`src/source/merge_config_pkg.sv`:
```
// merge configuration record types
package merge_config_pkg;

    // --------------------------------------------------
    // configuration record
    // --------------------------------------------------
    // both fields come from the low byte of a data word
    typedef logic [7:0] merge_mask_t;
    typedef logic [7:0] merge_type_t;

    typedef struct packed {
        merge_mask_t merge_mask;
        merge_type_t merge_type;
    } merge_config_t;

    typedef enum logic {
        ST_IDLE       = 1'b0,
        ST_COLLECTING = 1'b1
    } assembler_state_e;

    // --------------------------------------------------
    // defaults
    // --------------------------------------------------
    localparam int DEFAULT_SEQ_WORDS   = 16;
    localparam int DEFAULT_FIFO_DEPTH  = 16;
    localparam int DEFAULT_PROG_THRESH = 8;

endpackage : merge_config_pkg

```
`src/source/memory_packet_pkg.sv`:
```
// memory response packet types
package memory_packet_pkg;

    // --------------------------------------------------
    // packet fields
    // --------------------------------------------------
    typedef enum logic [2:0] {
        PKT_INVALID      = 3'd0,
        PKT_CU_SETUP     = 3'd1,
        PKT_ENGINE_SETUP = 3'd2,
        PKT_VERTEX_DATA  = 3'd3,
        PKT_EDGE_DATA    = 3'd4
    } packet_kind_e;

    // word offset within a buffer
    typedef logic [15:0] mem_offset_t;

    // offset >> shift gives the sequence index
    typedef logic [3:0]  shift_amount_t;

    typedef logic [31:0] data_word_t;

    // response FIFO payload, 55 bits
    typedef struct packed {
        packet_kind_e  kind;
        mem_offset_t   offset;
        shift_amount_t shift;
        data_word_t    data;
    } response_packet_t;

endpackage : memory_packet_pkg
```
`src/source/fifo_port_if.sv`:
```
// FIFO push and pop port
`timescale 1ns/100ps

interface fifo_port_if #(
    parameter int data_width = 32
);

    // push side
    logic                  push;
    logic [data_width-1:0] push_data;

    // pop side
    logic                  pop;
    logic [data_width-1:0] pop_data;
    logic                  pop_valid;

    // status
    logic                  empty;
    logic                  prog_full;

    modport producer (
        output push,
        output push_data,
        input  prog_full
    );

    modport fifo (
        input  push,
        input  push_data,
        input  pop,
        output pop_data,
        output pop_valid,
        output empty,
        output prog_full
    );

    // pop_valid follows an accepted pop by one cycle
    modport consumer (
        output pop,
        input  pop_data,
        input  pop_valid,
        input  empty,
        input  prog_full
    );

endinterface : fifo_port_if

```
`src/source/merge_config_top.sv`:
```
// merge configuration collector
`timescale 1ns/100ps

module merge_config_top
    import memory_packet_pkg::*;
    import merge_config_pkg::*;
#(
    parameter int seq_base    = 0,
    parameter int seq_words   = DEFAULT_SEQ_WORDS,
    parameter int fifo_depth  = DEFAULT_FIFO_DEPTH,
    parameter int prog_thresh = DEFAULT_PROG_THRESH
) (
    input  logic          ap_clk,
    input  logic          reset,
    input  logic          in_valid,
    input  packet_kind_e  in_kind,
    input  mem_offset_t   in_offset,
    input  shift_amount_t in_shift,
    input  data_word_t    in_data,
    output logic          in_prog_full,
    input  logic          config_rd_en,
    output logic          config_valid,
    output merge_mask_t   config_merge_mask,
    output merge_type_t   config_merge_type,
    output logic          config_empty
);

    response_packet_t in_packet;
    merge_config_t    cfg_record;

    fifo_port_if #(.data_width($bits(response_packet_t))) resp_port ();
    fifo_port_if #(.data_width($bits(merge_config_t)))    cfg_port ();

    assign in_packet = '{kind: in_kind, offset: in_offset, shift: in_shift, data: in_data};

    // --------------------------------------------------
    // response path
    // --------------------------------------------------
    setup_packet_filter #(
        .seq_base (seq_base),
        .seq_words(seq_words)
    ) setup_packet_filter_inst (
        .ap_clk   (ap_clk),
        .reset    (reset),
        .in_valid (in_valid),
        .in_packet(in_packet),
        .resp     (resp_port.producer)
    );

    sync_fifo #(
        .data_width ($bits(response_packet_t)),
        .fifo_depth (fifo_depth),
        .prog_thresh(prog_thresh)
    ) resp_fifo_inst (
        .ap_clk(ap_clk),
        .reset (reset),
        .port  (resp_port.fifo)
    );

    merge_config_assembler #(
        .seq_base (seq_base),
        .seq_words(seq_words)
    ) merge_config_assembler_inst (
        .ap_clk(ap_clk),
        .reset (reset),
        .resp  (resp_port.consumer),
        .cfg   (cfg_port.producer)
    );

    // --------------------------------------------------
    // configuration path
    // --------------------------------------------------
    sync_fifo #(
        .data_width ($bits(merge_config_t)),
        .fifo_depth (fifo_depth),
        .prog_thresh(prog_thresh)
    ) cfg_fifo_inst (
        .ap_clk(ap_clk),
        .reset (reset),
        .port  (cfg_port.fifo)
    );

    // consumer side of the configuration FIFO
    assign cfg_port.pop      = config_rd_en;
    assign cfg_record        = cfg_port.pop_data;
    assign config_valid      = cfg_port.pop_valid;
    assign config_merge_mask = cfg_record.merge_mask;
    assign config_merge_type = cfg_record.merge_type;
    assign config_empty      = cfg_port.empty;
    assign in_prog_full      = resp_port.prog_full;

endmodule : merge_config_top

```
`src/source/merge_config_assembler.sv`:
```
// merge configuration assembler
`timescale 1ns/100ps

module merge_config_assembler
    import memory_packet_pkg::*;
    import merge_config_pkg::*;
#(
    parameter int seq_base  = 0,
    parameter int seq_words = DEFAULT_SEQ_WORDS
) (
    input  logic          ap_clk,
    input  logic          reset,
    fifo_port_if.consumer resp,
    fifo_port_if.producer cfg
);

    localparam int cnt_w = (seq_words > 1) ? $clog2(seq_words) : 1;

    localparam logic [cnt_w-1:0] last_word   = cnt_w'(seq_words - 1);
    localparam logic [cnt_w-1:0] second_word = cnt_w'(1);
    localparam mem_offset_t      seq_first   = mem_offset_t'(seq_base);

    assembler_state_e state;
    logic [cnt_w-1:0] word_count;
    logic             emit_pending;
    merge_config_t    record;

    response_packet_t word;
    mem_offset_t      seq_index;
    logic             word_start;
    logic             word_take;
    logic             word_last;

    // --------------------------------------------------
    // response word decode
    // --------------------------------------------------
    assign word      = resp.pop_data;
    assign seq_index = word.offset >> word.shift;

    // only the window's first index opens a window
    assign word_start = (state == ST_IDLE) && (seq_index == seq_first);
    assign word_take  = resp.pop_valid && ((state == ST_COLLECTING) || word_start);
    // word_count stays at zero while idle
    assign word_last  = (word_count == last_word);

    // hold off while the record waits to be pushed
    assign resp.pop = !resp.empty && !cfg.prog_full && !emit_pending;

    // --------------------------------------------------
    // window FSM
    // --------------------------------------------------
    always_ff @(posedge ap_clk) begin
        if (reset) begin
            state        <= ST_IDLE;
            word_count   <= '0;
            emit_pending <= 1'b0;
        end else begin
            emit_pending <= word_take && word_last;
            if (word_take) begin
                if (word_last) begin
                    state      <= ST_IDLE;
                    word_count <= '0;
                end else begin
                    state      <= ST_COLLECTING;
                    word_count <= word_count + 1'b1;
                end
            end
        end
    end

    // --------------------------------------------------
    // record fields
    // --------------------------------------------------
    always_ff @(posedge ap_clk) begin
        if (word_take && (word_count == '0)) begin
            record.merge_mask <= word.data[$bits(merge_mask_t)-1:0];
        end
        if (word_take && (word_count == second_word)) begin
            record.merge_type <= word.data[$bits(merge_type_t)-1:0];
        end
    end

    assign cfg.push      = emit_pending;
    assign cfg.push_data = record;

endmodule : merge_config_assembler

```
`src/source/setup_packet_filter.sv`:
```
// setup packet window filter
`timescale 1ns/100ps

module setup_packet_filter
    import memory_packet_pkg::*;
    import merge_config_pkg::*;
#(
    parameter int seq_base  = 0,
    parameter int seq_words = DEFAULT_SEQ_WORDS
) (
    input  logic             ap_clk,
    input  logic             reset,
    input  logic             in_valid,
    input  response_packet_t in_packet,
    fifo_port_if.producer    resp
);

    // one spare bit so the window end can reach past the offset range
    localparam int idx_w = $bits(mem_offset_t) + 1;

    localparam logic [idx_w-1:0] win_lo = idx_w'(seq_base);
    localparam logic [idx_w-1:0] win_hi = idx_w'(seq_base + seq_words);

    logic             valid_reg;
    response_packet_t packet_reg;
    mem_offset_t      seq_index;
    logic             kind_ok;
    logic             in_window;

    // --------------------------------------------------
    // input register stage
    // --------------------------------------------------
    always_ff @(posedge ap_clk) begin
        if (reset) begin
            valid_reg <= 1'b0;
        end else begin
            valid_reg <= in_valid;
        end
    end

    always_ff @(posedge ap_clk) begin
        packet_reg <= in_packet;
    end

    // --------------------------------------------------
    // filter
    // --------------------------------------------------
    assign seq_index = packet_reg.offset >> packet_reg.shift;

    assign kind_ok   = (packet_reg.kind == PKT_CU_SETUP) ||
                       (packet_reg.kind == PKT_ENGINE_SETUP);
    assign in_window = ({1'b0, seq_index} >= win_lo) && ({1'b0, seq_index} < win_hi);

    assign resp.push      = valid_reg && kind_ok && in_window;
    assign resp.push_data = packet_reg;

endmodule : setup_packet_filter

```
`src/source/sync_fifo.sv`:
```
// synchronous FIFO
`timescale 1ns/100ps

module sync_fifo
    import merge_config_pkg::*;
#(
    parameter int data_width  = 32,
    parameter int fifo_depth  = DEFAULT_FIFO_DEPTH,
    parameter int prog_thresh = DEFAULT_PROG_THRESH
) (
    input  logic      ap_clk,
    input  logic      reset,
    fifo_port_if.fifo port
);

    localparam int addr_w  = (fifo_depth > 1) ? $clog2(fifo_depth) : 1;
    localparam int count_w = $clog2(fifo_depth + 1);

    localparam logic [addr_w-1:0]  last_addr   = addr_w'(fifo_depth - 1);
    localparam logic [count_w-1:0] depth_level = count_w'(fifo_depth);
    localparam logic [count_w-1:0] prog_level  = count_w'(prog_thresh);

    logic [data_width-1:0] mem [fifo_depth];
    logic [addr_w-1:0]     wr_ptr;
    logic [addr_w-1:0]     rd_ptr;
    logic [count_w-1:0]    count;
    logic                  push_ok;
    logic                  pop_ok;

    // --------------------------------------------------
    // accepted strobes
    // --------------------------------------------------
    // push into full and pop from empty are dropped
    assign push_ok = port.push && (count != depth_level);
    assign pop_ok  = port.pop && (count != '0);

    // --------------------------------------------------
    // pointers and occupancy
    // --------------------------------------------------
    always_ff @(posedge ap_clk) begin
        if (reset) begin
            wr_ptr         <= '0;
            rd_ptr         <= '0;
            count          <= '0;
            port.pop_valid <= 1'b0;
        end else begin
            port.pop_valid <= pop_ok;
            if (push_ok) begin
                wr_ptr <= (wr_ptr == last_addr) ? '0 : wr_ptr + 1'b1;
            end
            if (pop_ok) begin
                rd_ptr <= (rd_ptr == last_addr) ? '0 : rd_ptr + 1'b1;
            end
            case ({push_ok, pop_ok})
                2'b10:   count <= count + 1'b1;
                2'b01:   count <= count - 1'b1;
                default: count <= count;
            endcase
        end
    end

    // storage and registered read data
    always_ff @(posedge ap_clk) begin
        if (push_ok) begin
            mem[wr_ptr] <= port.push_data;
        end
        if (pop_ok) begin
            port.pop_data <= mem[rd_ptr];
        end
    end

    assign port.empty     = (count == '0);
    assign port.prog_full = (count >= prog_level);

endmodule : sync_fifo

```
`config.mk`:
```
export PLATFORM = sky130hd
export DESIGN_NAME = merge_config_top
export DESIGN_NICKNAME = d
export VERILOG_FILES = /design/src/source/merge_config_pkg.sv /design/src/source/memory_packet_pkg.sv /design/src/source/fifo_port_if.sv /design/src/source/merge_config_top.sv /design/src/source/merge_config_assembler.sv /design/src/source/setup_packet_filter.sv /design/src/source/sync_fifo.sv
export SDC_FILE = /design/constraint.sdc
export NUM_CORES = 1
export LEC_CHECK = 0
export BUFFER_PORTS_ARGS = -buffer_cell sky130_fd_sc_hd__buf_2
export CAP_MARGIN = 20
export CORE_MARGIN = 2
export CORE_UTILIZATION = 40
export CTS_BUF_LIST = sky130_fd_sc_hd__clkbuf_8
export CTS_CLUSTER_DIAMETER = 60
export DETAILED_ROUTE_END_ITERATION = 7
export GPL_TIMING_DRIVEN = 1
export PLACE_DENSITY = 0.65
export REMOVE_ABC_BUFFERS = 1
export SLEW_MARGIN = 20
export SYNTH_ARGS = -nofsm -noshare
export SYNTH_HDL_FRONTEND = slang
export SYNTH_SLANG_ARGS = --single-unit
```
`constraint.sdc`:
```
create_clock -name ap_clk -period 5.6 [get_ports ap_clk]
set_input_delay 0.56 -clock ap_clk [delete_from_list [all_inputs] [get_ports ap_clk]]
set_output_delay 0.56 -clock ap_clk [all_outputs]
set_load 0.02 [all_outputs]
```
==> impl_metrics.yaml <==
outcome:
  status: "finished clean"
placed_design:
  globalplace.congestion: 0.7414
  dp_hpwl_mm: 32.33
  place.port_buffers: 53
  place_worst_setup_slack_ps: 1568
  dpl.cell_count: 2458
critical_path:
  worst-path-buf-inv: 1
  critPathLaunch: "setup_packet_filter_inst.resp.push_data[33]$_DFF_P_"
  path_cells: "nand2b_1 > a21oi_1 > nor4_2 > a32oi_2 > nor2_1 > inv_1 > ha_1 > fa_1 > a21o_1 > a21oi_1 > xor2_1 > or3_1 > a21oi_1"
  criticalPathCategory: "reg -> reg"
  cp_max_fo: 21
  r2r_cells: 13
  critical_path.max_stage_delay_ps: 720
  start_kind: "flip-flop"
  cp_slowest_cell: "nor2_1"
  r2r_setup_slack_ps: 1520
  worstSetupEndpointType: "flip-flop"
  rr_startpoint: "setup_packet_filter_inst.resp.push_data[33]$_DFF_P_"
  path_depth: 13
  crit_path_end: "resp_fifo_inst.count[4]$_SDFFE_PP0P_"
  crit_arrival_ps: 4780
  r2r_end: "resp_fifo_inst.count[4]$_SDFFE_PP0P_"
  worst_path_most_repeated_cell: "a21oi_1"
  cp.required_ps: 6300
  cpLargestDelayFamily: "simple AND/OR/NAND/NOR gates"
synth:
  synth.area.top_cells: "edfxtp_1 (73%), mux4_2 (16%), dfxtp_1 (4.2%), ha_1 (0.84%), nor2_1 (0.60%)"
  async_reset_ff_share_pct: 0
  netlist.top_cell.by_area: "edfxtp_1"
  synthMuxAreaShare_pct: 16.26
  synth-edff-count: 764
  yosysUniqueCellTypes: 51
  synth.cell_area_sq_um: 31380
  synth-xor-area-share_pct: 0.3629
  yosys.area_share.adder_pct: 0.9650
  syn_inst: 1400
  synth_common_cells: "edfxtp_1 (764), mux4_2 (220), dfxtp_1 (66)"
  synth-simple-area-share_pct: 2.413
  synth_compound_area_share_pct: 1.300
  synth_top_family_by_area: "multiplexers"
  syn_area_per_cell_sq_um: 22.41
  synth_seq_area_share_pct: 77.33
  synth.top_cell.area_share_pct: 73.12
  yosys_register_bits: 830
  synth_ff_type: "edfxtp_1"
  ys_warn_count: 0
  synth_most_common_cell: "edfxtp_1"
clocking:
  cts-buffers-inserted: 133
  h-tree-depth: 4
  clockRootBuffer: "clkbuf_8"
  clock_path_buffers: 3
  insertion_delay_ps: 790
  cts_sinks: 830
  cts_resized: 0
  cts.clk_slew.worst_paths_ps: 60
  cts_tree: "built"
floorplanning:
  pin_count: 78
  die_h_um: 284.1
  dieArea_sq_um: 80700
  coreArea_sq_um: 77590
  start_util_pct: 40.44
  die_width_um: 284.1
  rows: 102
cells_and_area:
  final_layout_size_suffix_gt1_share_pct: 30.31
  areaGrowthSynthToFinish_pct: 14.14
  largest_reg_flops: 448
  diodes: 0
  regMostFlops: "resp_fifo_inst.mem"
  instances_no_fill: 2726
  final_nets: 1667
worst_hold_path:
  hold_class: "in -> reg"
  worstHoldStart: "config_rd_en"
detailed_routing:
  drc: 0
  dr.first_iter.drc_count: 1303
  wl_per_cell_um: 22.93
  vias_per_cell: 5.256
  antenna_left: 0
  first_pass_iters: 7
  drt-total-wl_mm: 62.51
  routed-via-count: 14330
sta:
  setup_viol: 0
  period_needed_ps: 4084
  tightestPinTransition_ps: 1167
  fmax_mhz: 244.9
  max_slew_margin_pct: 22.20
  slew_viol_final: 0
  layout_setup_ws_ps: 1516
  rsz0062_at_grt: "no"
  hold_viol: 0
  final.setup_skew_ps: 40.83
  min_period_over_period_pct: 72.92
global_routing:
  grt_pass1_wl_mm: 94.10
  antenna_found_initial: 2
  overflow: 0
  grt_max_degree: 71
  grt_pass1_vias: 15290
  track_usage_pct: 15.74
power:
  power_density_nw_per_um2: 385.4
  leakage_nw: 11.38
  max-vdd-ir-drop_uv: 245.6
job:
  drv_cap: 0
## worst min path at each step
stage | endpoint | cells past startpoint | slack, ps
2_1_floorplan | merge_config_assembler_inst.cfg.push_data[0]$_DFFE_PP_ | 0 | 420
3_3_place_gp | merge_config_assembler_inst.cfg.push_data[11]$_DFFE_PP_ | 0 | 430
3_5_place_dp | merge_config_assembler_inst.cfg.push_data[2]$_DFFE_PP_ | 0 | 440
4_1_cts | cfg_fifo_inst.port.pop_valid$_SDFF_PP0_ | 3 | 90
5_1_grt | cfg_fifo_inst.port.pop_valid$_SDFF_PP0_ | 3 | 100
6_report | cfg_fifo_inst.port.pop_valid$_SDFF_PP0_ | 3 | 120
## where the power goes
group	total [mW]	internal [mW]	switching (mW)	leakage, nW
Clock	4.91	2.49	2.41	1.47
Combinational	1.63	0.897	0.736	2.46
Sequential	7.26	6.99	0.267	7.45
## per-layer routing
metal	share of wire [%]	track usage, %	vias up
li1	-	-	6218
met1	41	20.01	7556
met2	52	26.82	426
met3	5.1	3.339	124
met4	2.2	5.526	4
met5	0.037	0	-
## tightest hold or removal path, stage by stage
cell     delay, ps
buf_2          110
o21ai_2        110
nor2_1          60
## timing repair
action / 4_1_cts / 5_1_grt
setup buffers: 0 / 0
endpoints found under the hold margin: 32 / 0
hold buffers: 32 / 0
## metrics by stage
step	hold WS, ps	area (sq um)	TNS, ps	utilization [%]	total power, mW
finish	121.4	35810	0	46.15	13.80
global route	103.7	35810	0	46.15	14.36
CTS	86.02	35810	0	46.15	13.96
detailed placement	438.3	32950	0	42.47	9.033
global placement	425.6	32950	0	42.47	8.997
floorplan	421.5	31040	-14860	-	8.731
## final cells by class
| cell class | instances | area [sq um] |
|---|---|---|
| tap | 1040 | 1301 |
| sequential | 830 | 24280 |
| inverter | 26 | 97.59 |
| fill | 6482 | 41780 |
| timing repair buffer | 113 | 820.8 |
| clock buffer | 139 | 1913 |
| multi-input combinational | 481 | 6777 |
| clock inverter | 97 | 625.6 |
## layout by cell type (no fill, tap or decap), types with 26 or more instances in the layout
| master | instances |
|---|---|
| dlygate4sd3_1 | 32 |
| buf_4 | 26 |
| mux4_2 | 220 |
| edfxtp_1 | 764 |
| nor2_1 | 45 |
| a21oi_1 | 27 |
| inv_1 | 78 |
| clkbuf_8 | 139 |
| buf_2 | 53 |
| dfxtp_1 | 60 |
## logic make-up after synthesis
| logic type | Yosys count |
|---|---|
| XOR/XNOR | 13 |
| adder cells (fa/ha/maj) | 23 |
| AND/OR/NAND/NOR | 149 |
| multiplexers | 234 |
| buffers and inverters | 89 |
| AO/OA/AOI/OAI | 62 |
| flip-flops | 830 |
No activity file was read; power rests on OpenSTA's default activity.
